==> src/verilog/user_obi_pkg.sv <==
`default_nettype none

// OBI bus shape seen by the user domain subordinates
package user_obi_pkg;

  // --------------------------------------------------------------------
  // Bus widths
  // --------------------------------------------------------------------

  localparam int unsigned ObiAddrWidth = 32;
  localparam int unsigned ObiDataWidth = 32;

  // --------------------------------------------------------------------
  // Channel structs
  // --------------------------------------------------------------------

  // Address phase, held stable by the manager until granted
  typedef struct packed {
    logic [ObiAddrWidth-1:0]   addr;
    logic                      we;
    logic [ObiDataWidth/8-1:0] be;
    logic [ObiDataWidth-1:0]   wdata;
  } obi_a_chan_t;

  // Response phase, valid together with rvalid
  typedef struct packed {
    logic [ObiDataWidth-1:0] rdata;
    logic                    err;
  } obi_r_chan_t;

  // Manager to subordinate
  typedef struct packed {
    logic        req;
    obi_a_chan_t a;
  } sbr_obi_req_t;

  // Subordinate to manager, no rready on this bus
  typedef struct packed {
    logic        gnt;
    logic        rvalid;
    obi_r_chan_t r;
  } sbr_obi_rsp_t;

endpackage

`default_nettype wire

==> src/verilog/user_map_pkg.sv <==
`default_nettype none

// Address map and register layout of the user domain
package user_map_pkg;

  // --------------------------------------------------------------------
  // Subordinate indices
  // --------------------------------------------------------------------

  localparam int unsigned NumUserSbr = 2;

  typedef logic [$clog2(NumUserSbr)-1:0] user_idx_t;

  // Index 0 doubles as the decoder default
  localparam user_idx_t UserError   = 1'b0;
  localparam user_idx_t UserGpioIrq = 1'b1;

  // --------------------------------------------------------------------
  // Address rules
  // --------------------------------------------------------------------

  // End address is exclusive
  typedef struct packed {
    user_idx_t                             idx;
    logic [user_obi_pkg::ObiAddrWidth-1:0] start_addr;
    logic [user_obi_pkg::ObiAddrWidth-1:0] end_addr;
  } addr_rule_t;

  localparam int unsigned NumUserSbrRules = 1;

  localparam addr_rule_t [NumUserSbrRules-1:0] UserAddrMap = '{
    '{idx: UserGpioIrq, start_addr: 32'h2000_0000, end_addr: 32'h2000_1000}
  };

  // GPIO register offsets within its 4 KiB window
  localparam logic [11:0] GpioRegIn      = 12'h000;
  localparam logic [11:0] GpioRegRiseEn  = 12'h004;
  localparam logic [11:0] GpioRegFallEn  = 12'h008;
  localparam logic [11:0] GpioRegPending = 12'h00C;

  // Read data for any unmapped access
  localparam logic [31:0] ErrRspData = 32'hBADCAB1E;

endpackage

`default_nettype wire

==> src/verilog/user_addr_decode.sv <==
`timescale 1ns/10ps
`default_nettype none

// Address to subordinate index, falls back to the error subordinate
module user_addr_decode (
  input  logic [user_obi_pkg::ObiAddrWidth-1:0] addr_i,
  output user_map_pkg::user_idx_t               idx_o
);

  // --------------------------------------------------------------------
  // Rule match
  // --------------------------------------------------------------------

  always_comb begin
    // Unmatched addresses go to the error subordinate
    idx_o = user_map_pkg::UserError;
    for (int unsigned i = 0; i < user_map_pkg::NumUserSbrRules; i++) begin
      if ((addr_i >= user_map_pkg::UserAddrMap[i].start_addr) &&
          (addr_i <  user_map_pkg::UserAddrMap[i].end_addr)) begin
        idx_o = user_map_pkg::UserAddrMap[i].idx;
      end
    end
  end

  // --------------------------------------------------------------------
  // Static checks on the map
  // --------------------------------------------------------------------

  // Rule table lives in the package, so check it once at elaboration
  for (genvar i = 0; i < user_map_pkg::NumUserSbrRules; i++) begin : gen_rule_chk
    if (user_map_pkg::UserAddrMap[i].start_addr >=
        user_map_pkg::UserAddrMap[i].end_addr) begin : gen_empty
      $error("Address rule %0d is empty", i);
    end
    // Pairwise overlap, half-open intervals
    for (genvar j = i + 1; j < user_map_pkg::NumUserSbrRules; j++) begin : gen_pair
      if ((user_map_pkg::UserAddrMap[i].start_addr <
           user_map_pkg::UserAddrMap[j].end_addr) &&
          (user_map_pkg::UserAddrMap[j].start_addr <
           user_map_pkg::UserAddrMap[i].end_addr)) begin : gen_overlap
        $error("Address rules %0d and %0d overlap", i, j);
      end
    end
  end

endmodule

`default_nettype wire

==> src/verilog/user_obi_demux.sv <==
`timescale 1ns/10ps
`default_nettype none

// One OBI subordinate port fanned out to the user subordinates
module user_obi_demux (
  input  logic                       clk_i,
  input  logic                       reset_i,

  input  user_map_pkg::user_idx_t    sel_i,
  input  user_obi_pkg::sbr_obi_req_t sbr_req_i,
  output user_obi_pkg::sbr_obi_rsp_t sbr_rsp_o,

  output user_obi_pkg::sbr_obi_req_t [user_map_pkg::NumUserSbr-1:0] mgr_req_o,
  input  user_obi_pkg::sbr_obi_rsp_t [user_map_pkg::NumUserSbr-1:0] mgr_rsp_i
);

  // Index of the request granted last cycle
  user_map_pkg::user_idx_t rsp_idx_q;
  logic                    granted;

  // --------------------------------------------------------------------
  // Request path
  // --------------------------------------------------------------------

  // Address phase goes everywhere, req only to the selected port
  for (genvar i = 0; i < user_map_pkg::NumUserSbr; i++) begin : gen_req
    assign mgr_req_o[i] = '{
      req: sbr_req_i.req && (sel_i == i),
      a:   sbr_req_i.a
    };
  end

  // Handshake completes this cycle
  assign granted = sbr_req_i.req && mgr_rsp_i[sel_i].gnt;

  // --------------------------------------------------------------------
  // Response steering
  // --------------------------------------------------------------------

  // Responses are one cycle behind the grant, so one entry is enough
  always_ff @(posedge clk_i) begin
    if (reset_i) begin
      rsp_idx_q <= user_map_pkg::UserError;
    end else if (granted) begin
      rsp_idx_q <= sel_i;
    end
  end

  // Grant from the port being addressed now, response from last grant
  assign sbr_rsp_o = '{
    gnt:    mgr_rsp_i[sel_i].gnt,
    rvalid: mgr_rsp_i[rsp_idx_q].rvalid,
    r:      mgr_rsp_i[rsp_idx_q].r
  };

  // --------------------------------------------------------------------
  // Protocol checks
  // --------------------------------------------------------------------

  // Every grant gets its response on the next cycle
  a_rsp_after_gnt : assert property (
    @(posedge clk_i) disable iff (reset_i)
    granted |=> sbr_rsp_o.rvalid
  ) else $error("No rvalid one cycle after grant");

  // Subordinates only answer what this demux granted to them
  for (genvar i = 0; i < user_map_pkg::NumUserSbr; i++) begin : gen_rsp_chk
    a_no_stray_rvalid : assert property (
      @(posedge clk_i) disable iff (reset_i)
      mgr_rsp_i[i].rvalid |-> ($past(granted) && ($past(sel_i) == i))
    ) else $error("Subordinate %0d raised rvalid without a grant", i);
  end

endmodule

`default_nettype wire

==> src/verilog/user_obi_err_sbr.sv <==
`timescale 1ns/10ps
`default_nettype none

// Terminates unmapped accesses with an error response
module user_obi_err_sbr (
  input  logic                       clk_i,
  input  logic                       reset_i,

  input  user_obi_pkg::sbr_obi_req_t obi_req_i,
  output user_obi_pkg::sbr_obi_rsp_t obi_rsp_o
);

  logic rvalid_q;

  // --------------------------------------------------------------------
  // Handshake
  // --------------------------------------------------------------------

  // Always ready, one response per request one cycle later
  always_ff @(posedge clk_i) begin
    if (reset_i) begin
      rvalid_q <= 1'b0;
    end else begin
      rvalid_q <= obi_req_i.req;
    end
  end

  // --------------------------------------------------------------------
  // Response
  // --------------------------------------------------------------------

  // Address and write data are dropped, nothing is stored
  // Reads and writes alike get the marker word and err
  assign obi_rsp_o = '{
    gnt:    obi_req_i.req,
    rvalid: rvalid_q,
    r:      '{
      rdata: user_map_pkg::ErrRspData,
      err:   1'b1
    }
  };

endmodule

`default_nettype wire

==> src/verilog/user_gpio_irq.sv <==
`timescale 1ns/10ps
`default_nettype none

// GPIO edge detector with pending bits and a single interrupt line
module user_gpio_irq #(
  parameter int unsigned GpioCount = 16
) (
  input  logic                       clk_i,
  input  logic                       reset_i,

  input  user_obi_pkg::sbr_obi_req_t obi_req_i,
  output user_obi_pkg::sbr_obi_rsp_t obi_rsp_o,

  input  logic [GpioCount-1:0]       gpio_i,
  output logic                       irq_o
);

  typedef logic [user_obi_pkg::ObiDataWidth-1:0] word_t;

  // Input history and control registers
  logic [GpioCount-1:0] gpio_q;
  logic [GpioCount-1:0] rise_en_q, fall_en_q;
  logic [GpioCount-1:0] pending_q, pending_d;
  logic [GpioCount-1:0] edge_evt, clr_mask;

  // Bus decode
  logic [11:0]          reg_off;
  logic                 sel_in, sel_rise, sel_fall, sel_pend;
  logic                 wr_en;
  word_t                be_mask;
  logic [GpioCount-1:0] wmask, wbits;

  // Response
  logic                 rvalid_q;
  word_t                rdata_d, rdata_q;
  logic                 err_d, err_q;

  // --------------------------------------------------------------------
  // Register decode
  // --------------------------------------------------------------------

  // Word aligned offset inside the 4 KiB window
  assign reg_off  = {obi_req_i.a.addr[11:2], 2'b00};
  assign sel_in   = (reg_off == user_map_pkg::GpioRegIn);
  assign sel_rise = (reg_off == user_map_pkg::GpioRegRiseEn);
  assign sel_fall = (reg_off == user_map_pkg::GpioRegFallEn);
  assign sel_pend = (reg_off == user_map_pkg::GpioRegPending);
  assign wr_en    = obi_req_i.req && obi_req_i.a.we;

  // Byte enables widened to a bit mask
  always_comb begin
    for (int unsigned b = 0; b < user_obi_pkg::ObiDataWidth / 8; b++) begin
      be_mask[8*b +: 8] = {8{obi_req_i.a.be[b]}};
    end
  end

  // Only the implemented GPIO bits
  assign wmask = be_mask[GpioCount-1:0];
  assign wbits = obi_req_i.a.wdata[GpioCount-1:0] & wmask;

  // --------------------------------------------------------------------
  // Edge detection and pending bits
  // --------------------------------------------------------------------

  always_ff @(posedge clk_i) begin
    gpio_q <= gpio_i;
  end

  assign edge_evt = (gpio_i & ~gpio_q & rise_en_q) | (~gpio_i & gpio_q & fall_en_q);

  // Write one to clear
  assign clr_mask = (wr_en && sel_pend) ? wbits : '0;

  // New edge is ORed in after the clear so it survives
  assign pending_d = (pending_q & ~clr_mask) | edge_evt;

  always_ff @(posedge clk_i) begin
    if (reset_i) begin
      rise_en_q <= '0;
      fall_en_q <= '0;
      pending_q <= '0;
    end else begin
      pending_q <= pending_d;
      if (wr_en && sel_rise) begin
        rise_en_q <= (rise_en_q & ~wmask) | wbits;
      end
      if (wr_en && sel_fall) begin
        fall_en_q <= (fall_en_q & ~wmask) | wbits;
      end
    end
  end

  assign irq_o = |pending_q;

  // --------------------------------------------------------------------
  // Read data and response
  // --------------------------------------------------------------------

  // Bits above GpioCount come back as zero
  always_comb begin
    rdata_d = '0;
    err_d   = 1'b0;
    unique case (1'b1)
      sel_in:   rdata_d = word_t'(gpio_i);
      sel_rise: rdata_d = word_t'(rise_en_q);
      sel_fall: rdata_d = word_t'(fall_en_q);
      sel_pend: rdata_d = word_t'(pending_q);
      default:  err_d   = 1'b1;
    endcase
  end

  always_ff @(posedge clk_i) begin
    if (reset_i) begin
      rvalid_q <= 1'b0;
    end else begin
      rvalid_q <= obi_req_i.req;
    end
  end

  // Payload captured at the grant
  always_ff @(posedge clk_i) begin
    if (obi_req_i.req) begin
      rdata_q <= rdata_d;
      err_q   <= err_d;
    end
  end

  assign obi_rsp_o = '{
    gnt:    obi_req_i.req,
    rvalid: rvalid_q,
    r:      '{rdata: rdata_q, err: err_q}
  };

  // --------------------------------------------------------------------
  // Checks
  // --------------------------------------------------------------------

  if ((GpioCount == 0) || (GpioCount > user_obi_pkg::ObiDataWidth)) begin : gen_cnt_chk
    $error("GpioCount must be between 1 and the data width");
  end

endmodule

`default_nettype wire

==> src/verilog/user_domain.sv <==
`timescale 1ns/10ps
`default_nettype none

// User domain top, OBI subordinate side only
module user_domain #(
  parameter int unsigned GpioCount = 16
) (
  input  logic                       clk_i,
  input  logic                       reset_i,

  // From the core domain manager
  input  user_obi_pkg::sbr_obi_req_t user_sbr_obi_req_i,
  output user_obi_pkg::sbr_obi_rsp_t user_sbr_obi_rsp_o,

  input  logic [GpioCount-1:0]       gpio_in_sync_i,
  output logic                       irq_o
);

  // --------------------------------------------------------------------
  // Subordinate buses
  // --------------------------------------------------------------------

  // One bus per subordinate, indexed by the map package
  user_obi_pkg::sbr_obi_req_t [user_map_pkg::NumUserSbr-1:0] all_user_sbr_obi_req;
  user_obi_pkg::sbr_obi_rsp_t [user_map_pkg::NumUserSbr-1:0] all_user_sbr_obi_rsp;

  user_map_pkg::user_idx_t user_idx;

  // --------------------------------------------------------------------
  // Decode and demux
  // --------------------------------------------------------------------

  user_addr_decode i_addr_decode (
    .addr_i ( user_sbr_obi_req_i.a.addr ),
    .idx_o  ( user_idx                  )
  );

  user_obi_demux i_obi_demux (
    .clk_i     ( clk_i                ),
    .reset_i   ( reset_i              ),
    .sel_i     ( user_idx             ),
    .sbr_req_i ( user_sbr_obi_req_i   ),
    .sbr_rsp_o ( user_sbr_obi_rsp_o   ),
    .mgr_req_o ( all_user_sbr_obi_req ),
    .mgr_rsp_i ( all_user_sbr_obi_rsp )
  );

  // --------------------------------------------------------------------
  // Subordinates
  // --------------------------------------------------------------------

  // Catches everything outside the map
  user_obi_err_sbr i_user_err (
    .clk_i     ( clk_i                                            ),
    .reset_i   ( reset_i                                          ),
    .obi_req_i ( all_user_sbr_obi_req[user_map_pkg::UserError]    ),
    .obi_rsp_o ( all_user_sbr_obi_rsp[user_map_pkg::UserError]    )
  );

  user_gpio_irq #(
    .GpioCount ( GpioCount )
  ) i_gpio_irq (
    .clk_i     ( clk_i                                            ),
    .reset_i   ( reset_i                                          ),
    .obi_req_i ( all_user_sbr_obi_req[user_map_pkg::UserGpioIrq]  ),
    .obi_rsp_o ( all_user_sbr_obi_rsp[user_map_pkg::UserGpioIrq]  ),
    .gpio_i    ( gpio_in_sync_i                                   ),
    .irq_o     ( irq_o                                            )
  );

endmodule

`default_nettype wire

==> config.mk <==
export PLATFORM = sky130hd
export DESIGN_NAME = user_domain
export DESIGN_NICKNAME = d
export VERILOG_FILES = /design/src/verilog/user_obi_pkg.sv /design/src/verilog/user_map_pkg.sv /design/src/verilog/user_addr_decode.sv /design/src/verilog/user_obi_demux.sv /design/src/verilog/user_obi_err_sbr.sv /design/src/verilog/user_gpio_irq.sv /design/src/verilog/user_domain.sv
export SDC_FILE = /design/constraint.sdc
export NUM_CORES = 1
export LEC_CHECK = 0
export ABC_AREA = 0
export ABC_CLOCK_PERIOD_IN_PS = 1800
export BUFFER_PORTS_ARGS = -buffer_cell sky130_fd_sc_hd__buf_2
export CAP_MARGIN = 5
export CORE_MARGIN = 5
export CORE_UTILIZATION = 45
export CTS_BUF_LIST = sky130_fd_sc_hd__clkbuf_4 sky130_fd_sc_hd__clkbuf_8
export DETAILED_ROUTE_END_ITERATION = 6
export PLACE_DENSITY = 0.82
export SLEW_MARGIN = 20
export SYNTH_ARGS = -nofsm -noshare
export SYNTH_HDL_FRONTEND = slang
export SYNTH_SLANG_ARGS = --single-unit
==> constraint.sdc <==
create_clock -name clk_i -period 1.8 [get_ports clk_i]
set_clock_uncertainty 0.2 [all_clocks]
set_input_delay 0 -clock clk_i [delete_from_list [all_inputs] [get_ports clk_i]]
set_output_delay 0 -clock clk_i [all_outputs]
set_load 0.05 [all_outputs]
==> results of run 1 <==
## metal layers
| metal | vias up | part of all wire [%] | track usage, % |
|---|---|---|---|
| li1 | 1951 | - | - |
| met2 | 256 | 49 | 38.1 |
| met5 | - | 0 | 0 |
| met4 | 0 | 3.9 | 14.0 |
| met1 | 1967 | 38 | 25.0 |
| met3 | 40 | 9.5 | 4.25 |
## worst max-delay path: cells and delay by family (launching register included)
kind / cells / cell delay (ns)
buffers and inverters: 1 / 0.26
DFF: 1 / 0.36
and+or+nand+nor: 2 / 0.56
## cell usage after synthesis
cell type / n
dfxtp_1: 67
nand4_1: 37
a21oi_1: 34
nand2_1: 33
o31ai_1: 32
clkbuf_1: 23
nor2_1: 19
edfxtp_1: 17
inv_1: 17
mux2_2: 17
a222oi_1: 16
a31oi_1: 16
buf_4: 16
nand3b_1: 16
o21ai_0: 16
o21bai_1: 16
buf_2: 12
nand2b_1: 12
and2_1: 10
nor4_1: 6
and4_1: 4
clkbuf_2: 3
nand3_1: 3
nor4_2: 3
nor2b_1: 2
nor4_4: 2
or2_2: 2
and3_1: 1
clkinv_1: 1
conb_1: 1
nor4b_1: 1
or4_4: 1
## worst paths after layout
path / start / endpoint / slack [ns] / cells past startpoint
worst min register to register: register / register / 0.28 / 2
worst max register to register: register / i_gpio_irq.rdata_q[1] / 0.31 / 3
worst min-delay path: reset_i / register / 0.02 / 2
worst max-delay path: i_gpio_irq.pending_q[13] / irq_o / 0.06 / 3
## cells in the final DEF (no fill, tap or decap), types with 17 or more instances in the layout
cell	count
dfxtp_1	67
o31ai_1	23
edfxtp_1	17
dlygate4sd3_1	38
nand2_1	33
mux2_2	17
inv_1	17
a21oi_1	33
buf_2	97
nor2_1	18
nand4_1	37
buf_4	18
## repair_timing
action / 4_1_cts / 5_1_grt
pin swaps: 0 / 3
buffers inserted: 0 / 2
endpoints found under the hold margin: 84 / 1
resized for setup: 1 / 19
cloned: 0 / 1
setup endpoints to repair: 1 / 49
hold buffers: 37 / 2
## cell families after synthesis
kind of cell           share of synthesized area (%)
other                                         0.0899
multiplexers                                    4.59
flip-flops                                      44.4
buffers and inverters                           8.37
AND/OR/NAND/NOR                                 21.7
AO/OA/AOI/OAI                                   20.9
## power breakdown
| group | internal [mW] | total [mW] | switching, mW |
|---|---|---|---|
| combinational | 0.168 | 0.344 | 0.176 |
| clock | 0.528 | 1.25 | 0.720 |
| sequential | 1.93 | 1.94 | 0.00979 |
## area by class of cell
class	instances	area [um^2]
tap	111	139
antenna	1	2.50
multi-input combinational	305	2070
timing repair buffer	162	1150
clock inverter	6	50.0
sequential	84	1850
clock buffer	10	131
fill	763	3690
inverter	18	67.6
==> reports/results.ini, run 1 <==
[yosys]
netlist.top_cell.by_area=dfxtp_1
synth_top_area_share_pct=32.2
seq_area_frac_synth_pct=44.4
yosys_warnings=0
synth_cells=456
syn-cell-area_um2=4170
ys_types=32
synth_area_per_cell_um2=9.15
ys_ff_latch=84
ys_top_cells_by_area=dfxtp_1, edfxtp_1, o31ai_1

[place]
post_dp_cell_area_um2=4790
dp_hpwl_um=8350
post-place-cells=639
routabilityCongestion=0.847
portBuffers=97
pre_cts_ws_ns=0.00173

[route]
antenna_left=0
drt-wirelength-per-cell_um=18.4
vias=4214
drt_iter0_markers=415
dr.pass1.iters=7
routed_wl_um=12800
drc=2
routed_via_density=6.05

[pwr]
power_density_nw_per_um2=646
leakagePower_nw=2.20
design_power_total_mw=3.53
peakVddDrop_uv=295

[global_route]
grt_max_degree=42
gr-usage-all-layers_pct=22.1
antenna_found_initial=0
grt_pass1_vias=4239
grt_pass1_wl_um=20000
overflow=0

[job]
maxCapViolCount=0

[critical_path]
critPathArrivalTime_ns=1.54
path_cells=nor4_2 > nand4_1 > buf_2
crit_slowest_cell=nor4_2
endpoint_kind=output pin
crit_type=reg2out
start_kind=register
critical_path_peak_fanout=3
cpPeakStageDelay_ns=0.37
critical_path_required_ns=1.60

[timing]
min_period_ns=1.74
worst_slew_pin_slew_ns=0.775
fmax_mhz=574
hold_ws_ns=0.0245
setup_tns_ns=0
final_hold_viol_count=0
setup_violations=0
maxSlewHeadroom_pct=48.3
rsz0062_at_grt=no
fin_crit_sh_pct=96.7
layout_setup_ws_ns=0.0589
drv_slew=0

[floorplanning]
core_area_um2=9150
die-area_um2=11300
rows=35
floorplan.initialDensity_pct=45.6
ios=124
dieHeight_um=106
die_x_um=106

[finish]
drive_above_1_share_pct=30.4
area_growth_pct=31.0
finish.utilization_pct=59.7
finalNetCount=668
postLayoutCellArea_um2=5460
final_cells=697

[cts]
numClockSinks=84
cts_buffer_depth=2
cts-root-buf=clkbuf_8
clk_pin_slew_worst_paths_ns=0.09
cts_inserted_buffers=9
htree_num_levels=3
cts_tree=done
clock_latency_ns=0.36

[hold_path]
hold_path_class=in2reg

[run_status]
violations=DRC
status=finished with violations

No activity file was read; power rests on OpenSTA's default activity.
==> run 2: changes to the inputs <==
--- a/config.mk
+++ b/config.mk
@@ -12,8 +12,11 @@
 export CORE_MARGIN = 5
 export CORE_UTILIZATION = 45
 export CTS_BUF_LIST = sky130_fd_sc_hd__clkbuf_4 sky130_fd_sc_hd__clkbuf_8
+export CTS_CLUSTER_DIAMETER = 50
 export DETAILED_ROUTE_END_ITERATION = 6
+export GPL_TIMING_DRIVEN = 0
 export PLACE_DENSITY = 0.82
+export SETUP_SLACK_MARGIN = 0.2
 export SLEW_MARGIN = 20
 export SYNTH_ARGS = -nofsm -noshare
 export SYNTH_HDL_FRONTEND = slang
==> reports/results.ini, run 2 (synthesis results as in run 1) <==
[run_status]
status=finished with violations
violations=hold timing

[critical_path]
start_kind=register
endpoint_kind=output pin
ff2ff_path_depth=3  ; unchanged
critical_path_required_ns=1.60  ; about the same
crit_type=reg2out
critPathArrivalTime_ns=1.45  ; -0.09 ns
critical_path_peak_fanout=2  ; -1

[route]
drt-wirelength-per-cell_um=19.3  ; +4.9%
antenna_left=0  ; unchanged
routed_via_density=6.19  ; +2.3%
routed_wl_um=14100  ; +9.8%
vias=4517  ; +7.2%
drt_iter0_markers=631  ; +52%
dr.pass1.iters=7  ; unchanged
drc=0  ; -2

[timing]
setup_tns_ns=0  ; unchanged
drv_slew=0  ; unchanged
rsz0062_at_grt=yes
setup_violations=0  ; unchanged
fmax_mhz=606  ; +5.6%
maxSlewHeadroom_pct=59.7  ; +11 points
min_period_ns=1.65  ; -0.0919 ns
layout_setup_ws_ns=0.151  ; +0.0919 ns
worst_slew_pin_slew_ns=0.604  ; -0.171 ns
fin_crit_sh_pct=91.6  ; -5.1 points
final_hold_viol_count=3  ; +3
hold_ws_ns=-0.0356  ; -0.0600 ns

[cts]
clock_latency_ns=0.37  ; about the same
htree_num_levels=3  ; unchanged
cts_tree=done
cts_buffer_depth=2  ; unchanged
cts-root-buf=clkbuf_8
clk_pin_slew_worst_paths_ns=0.08  ; about the same
numClockSinks=84  ; unchanged
cts_inserted_buffers=9  ; unchanged

[place]
routabilityCongestion=0.959  ; +13%
dp_hpwl_um=9440  ; +13%
pre_cts_ws_ns=-0.390  ; -0.391 ns
portBuffers=95  ; -2.1%

[pwr]
peakVddDrop_uv=395  ; +34%
design_power_total_mw=3.51  ; -0.53%
leakagePower_nw=2.36  ; +7.4%
power_density_nw_per_um2=625  ; -3.4%

[finish]
final_common_cell=buf_2
finalNetCount=703  ; +5.2%
multi_input_area_um2=2070  ; +0.36%
ff_latch_area_um2=1860  ; +0.41%
drive_above_1_share_pct=32.1  ; +1.7 points
area_growth_pct=34.9
fill_cells=779  ; +2.1%
most-common-layout-cells=buf_2, dfxtp_1, buf_4, nand4_1, dlygate4sd3_1
antenna_cells=0  ; -1

[global_route]
grt_pass1_vias=4362  ; +2.9%
antenna_found_initial=0  ; unchanged
gr-usage-all-layers_pct=24.5  ; +2.4 points
grt_max_degree=27  ; -36%
grt_pass1_wl_um=21700  ; +8.5%
overflow=0  ; unchanged

[floorplanning]
core_area_um2=9150  ; unchanged
dieHeight_um=106  ; unchanged
die_x_um=106  ; unchanged
floorplan.initialDensity_pct=45.6  ; unchanged
die-area_um2=11300  ; unchanged
rows=35  ; unchanged
ios=124  ; unchanged

[job]
maxCapViolCount=0  ; unchanged

[hold_path]
hold_path_class=in2reg
whs_path_depth=5  ; +3

[run 2: worst max-delay path, stage by stage (launching register included)]
cell and delay, ns:
dfxtp_2 0.35, nor4_4 0.33, nand4_1 0.21, buf_6 0.21
[run 2: through the flow]
| stage | util, % | instances | hold WS, ns | cell area [um^2] |
|---|---|---|---|---|
| after global routing | 61.4 | 730 | -0.00320 | 5620 |
| after global placement | 52.7 | 667 | -0.0624 | 4820 |
| after floorplan | - | 461 | -0.172 | 4210 |
| after detailed placement | 52.7 | 667 | -0.0605 | 4820 |
| final | 61.4 | 730 | -0.0356 | 5620 |
| after CTS | 60.0 | 725 | -0.0554 | 5490 |
[run 2: where the power goes]
part | switching (mW) | total [mW] | internal (mW)
Combinational | 0.187 | 0.363 | 0.176
Clock | 0.658 | 1.21 | 0.554
Sequential | 0.00874 | 1.94 | 1.93
[run 2: layout make-up]
cell class / count / share of cell area (%)
Buffer: 54 / 5.92
Clock inverter: 3 / 0.245
Clock buffer: 12 / 2.71
Tap cell: 111 / 2.47
Sequential cell: 84 / 33.1
Inverter: 18 / 1.29
Multi-Input combinational cell: 305 / 36.9
Timing Repair Buffer: 143 / 17.4
[run 2: timing repair]
| item | CTS | global route |
|---|---|---|
| setup buffers | 6 | 4 |
| endpoints found under the setup margin | 83 | 84 |
| endpoints found under the hold margin | 83 | 2 |
| hold buffers | 37 | 1 |
| resized for setup | 28 | 35 |
| pin swaps | 8 | 7 |
| gates cloned | 0 | 0 |
[run 2: worst paths after layout]
| path | start | to | slack (ns) |
|---|---|---|---|
| max reg2reg | register | i_gpio_irq.rdata_q[4] | 0.20 |
| max | i_gpio_irq.pending_q[0] | irq_o | 0.15 |
| min reg2reg | register | register | 0.28 |
| min | user_sbr_obi_req_i[54] | i_gpio_irq.rvalid_q | -0.04 |
[run 2: metal layers]
| layer | track usage, % | vias to the layer above | share of wire, % |
|---|---|---|---|
| met3 | 6.01 | 65 | 11 |
| li1 | - | 2011 | - |
| met5 | 0 | - | 0 |
| met1 | 28.7 | 2111 | 37 |
| met4 | 12.5 | 0 | 3.7 |
| met2 | 41.4 | 330 | 48 |
==> run 3: changes to the inputs <==
--- a/config.mk
+++ b/config.mk
@@ -8,7 +8,7 @@
 export ABC_AREA = 0
 export ABC_CLOCK_PERIOD_IN_PS = 1800
 export BUFFER_PORTS_ARGS = -buffer_cell sky130_fd_sc_hd__buf_2
-export CAP_MARGIN = 5
+export CAP_MARGIN = 20
 export CORE_MARGIN = 5
 export CORE_UTILIZATION = 45
 export CTS_BUF_LIST = sky130_fd_sc_hd__clkbuf_4 sky130_fd_sc_hd__clkbuf_8
@@ -16,7 +16,7 @@
 export DETAILED_ROUTE_END_ITERATION = 6
 export GPL_TIMING_DRIVEN = 0
 export PLACE_DENSITY = 0.82
-export SETUP_SLACK_MARGIN = 0.2
+export SETUP_SLACK_MARGIN = 0.05
 export SLEW_MARGIN = 20
 export SYNTH_ARGS = -nofsm -noshare
 export SYNTH_HDL_FRONTEND = slang
==> constraint.sdc (replaced) <==
create_clock -name clk_i -period 1.8 [get_ports clk_i]
set_clock_uncertainty 0.2 [all_clocks]
set_input_delay 0.36 -clock clk_i [delete_from_list [all_inputs] [get_ports clk_i]]
set_output_delay 0.36 -clock clk_i [all_outputs]
set_load 0.05 [all_outputs]
==> reports/results.ini, run 3 (synthesis results as in run 1) <==
[route]
highest_layer=met4
drc=8  ; +8
routed_wl_um=15100  ; +6.8%
wl_met1_um=5280  ; +0.86%
vias=4690  ; +3.8%
drt-wirelength-per-cell_um=21.0  ; +8.6%
wl_met2_um=7040  ; +3.2%
drt_iter0_markers=692  ; +9.7%
wl_met3_um=1960  ; +28%
routed_via_density=6.53  ; +5.6%
dr.pass1.iters=7  ; unchanged
antenna_left=0  ; unchanged

[critical_path]
start_kind=register
critPathArrivalTime_ns=1.49  ; +0.04 ns
path_cells=nor4_4 > nand4_1 > buf_6
critical_path_peak_fanout=2  ; unchanged
setup.worst_path.start=i_gpio_irq.pending_q[0]
crit_type=reg2out
cpPeakStageDelay_ns=0.37  ; +0.02 ns
ff2ff_path_depth=3  ; unchanged
endpoint=irq_o
ff2ff_setup_slack_ns=0.14  ; -0.06 ns
endpoint_kind=output pin
critical_path_required_ns=1.24  ; -0.36 ns
crit_slowest_cell=nor4_4
timing.rr.end=i_gpio_irq.rdata_q[4]

[timing]
min_period_ns=2.05  ; +0.397 ns
setup_tns_ns=-1.36  ; -1.36 ns
layout_setup_ws_ns=-0.246  ; -0.397 ns
final_hold_viol_count=0  ; -3
fin_crit_sh_pct=114  ; +22 points
worst_slew_pin_slew_ns=0.643  ; +0.0390 ns
drv_slew=0  ; unchanged
maxSlewHeadroom_pct=57.1  ; -2.6 points
hold_ws_ns=0.0807  ; +0.116 ns
setup_violations=16  ; +16
fmax_mhz=489  ; -19%
rsz0062_at_grt=yes

[finish]
final_cells=718  ; -1.6%
most-common-layout-cells=buf_2, dfxtp_1, nand4_1, nand2_1, a21oi_1
finalNetCount=690  ; -1.8%
antenna_cells=0  ; unchanged
final_common_cell=buf_2
drive_above_1_share_pct=39.7  ; +7.6 points
area_growth_pct=47.0

[cts]
cts-root-buf=clkbuf_8
cts_inserted_buffers=9  ; unchanged
cts_buffer_depth=2  ; unchanged
cts_tree=done
htree_num_levels=3  ; unchanged
clk_pin_slew_worst_paths_ns=0.09  ; about the same
clock_latency_ns=0.36  ; about the same
numClockSinks=84  ; unchanged

[pwr]
power_density_nw_per_um2=581  ; -7.0%
peakVddDrop_uv=315  ; -20%
design_power_total_mw=3.56  ; +1.4%
leakagePower_nw=2.52  ; +6.6%

[place]
pre_cts_ws_ns=-0.612  ; -0.222 ns
post-place-cells=667  ; unchanged
dp_hpwl_um=9470  ; +0.23%
portBuffers=95  ; unchanged
routabilityCongestion=0.958  ; about the same

[global_route]
grt_pass1_wl_um=23300  ; +7.4%
grt_pass1_vias=4462  ; +2.3%
overflow=0  ; unchanged
antenna_found_initial=0  ; unchanged
grt_max_degree=27  ; unchanged
gr-usage-all-layers_pct=26.3  ; +1.8 points

[job]
maxCapViolCount=0  ; unchanged

[floorplanning]
rows=35  ; unchanged
core_area_um2=9150  ; unchanged
ios=124  ; unchanged
floorplan.initialDensity_pct=45.6  ; unchanged
die_x_um=106  ; unchanged
dieHeight_um=106  ; unchanged
die-area_um2=11300  ; unchanged

[hold_path]
worstHoldStart=user_sbr_obi_req_i[3]
whs_path_depth=3  ; -2
hold_path_class=in2reg

[run_status]
status=finished with violations
violations=DRC, setup timing

[run 3: worst min-delay path by stage]
| stage | to | slack, ns |
|---|---|---|
| floorplan | i_gpio_irq.gpio_q[0] | 0.19 |
| global placement | register | 0.26 |
| detailed placement | register | 0.28 |
| CTS | register | 0.08 |
| global route | register | 0.08 |
| finish | register | 0.08 |
[run 3: worst max-delay path: cells and delay by family (launching register included)]
kind	cells	cell delay (ns)
flops	1	0.35
buf+inv	1	0.20
simple gates	2	0.57
[run 3: area by class of cell]
class / instances / area (um^2)
clock inverter: 5 / 36.3
inverter: 18 / 76.3
tap: 111 / 139
timing repair buffer: 130 / 1170
clock buffer: 11 / 145
multi-input combinational: 305 / 2240
timing repair inverter: 1 / 7.51
fill: 711 / 3020
sequential: 84 / 1860
buffer: 53 / 460
[run 3: timing repair]
item,4_1_cts,5_1_grt
pin swaps,10,19
hold buffers,16,0
hold endpoints to repair,16,0
setup buffers,16,2
setup endpoints to repair,77,94
gates resized for setup,136,50
cloned,4,2
[run 3: metal layers]
metal	vias to the layer above	global-route usage [%]
met1	2157	31.7
met2	445	43.3
met5	-	0
li1	1991	-
met3	97	6.80
met4	0	13.2
[run 3: power breakdown]
| part | switching, mW | internal, mW | leakage (nW) | total, mW |
|---|---|---|---|---|
| Sequential | 0.00990 | 1.93 | 0.708 | 1.94 |
| Combinational | 0.189 | 0.151 | 1.72 | 0.340 |
| Clock | 0.726 | 0.557 | 0.0854 | 1.28 |
[run 3: metrics by stage]
step	utilization (%)	instance area [um^2]
2_1_floorplan	-	4340
3_3_place_gp	54.2	4960
3_5_place_dp	54.2	4960
4_1_cts	65.5	6000
5_1_grt	67.0	6130
6_report	67.0	6130
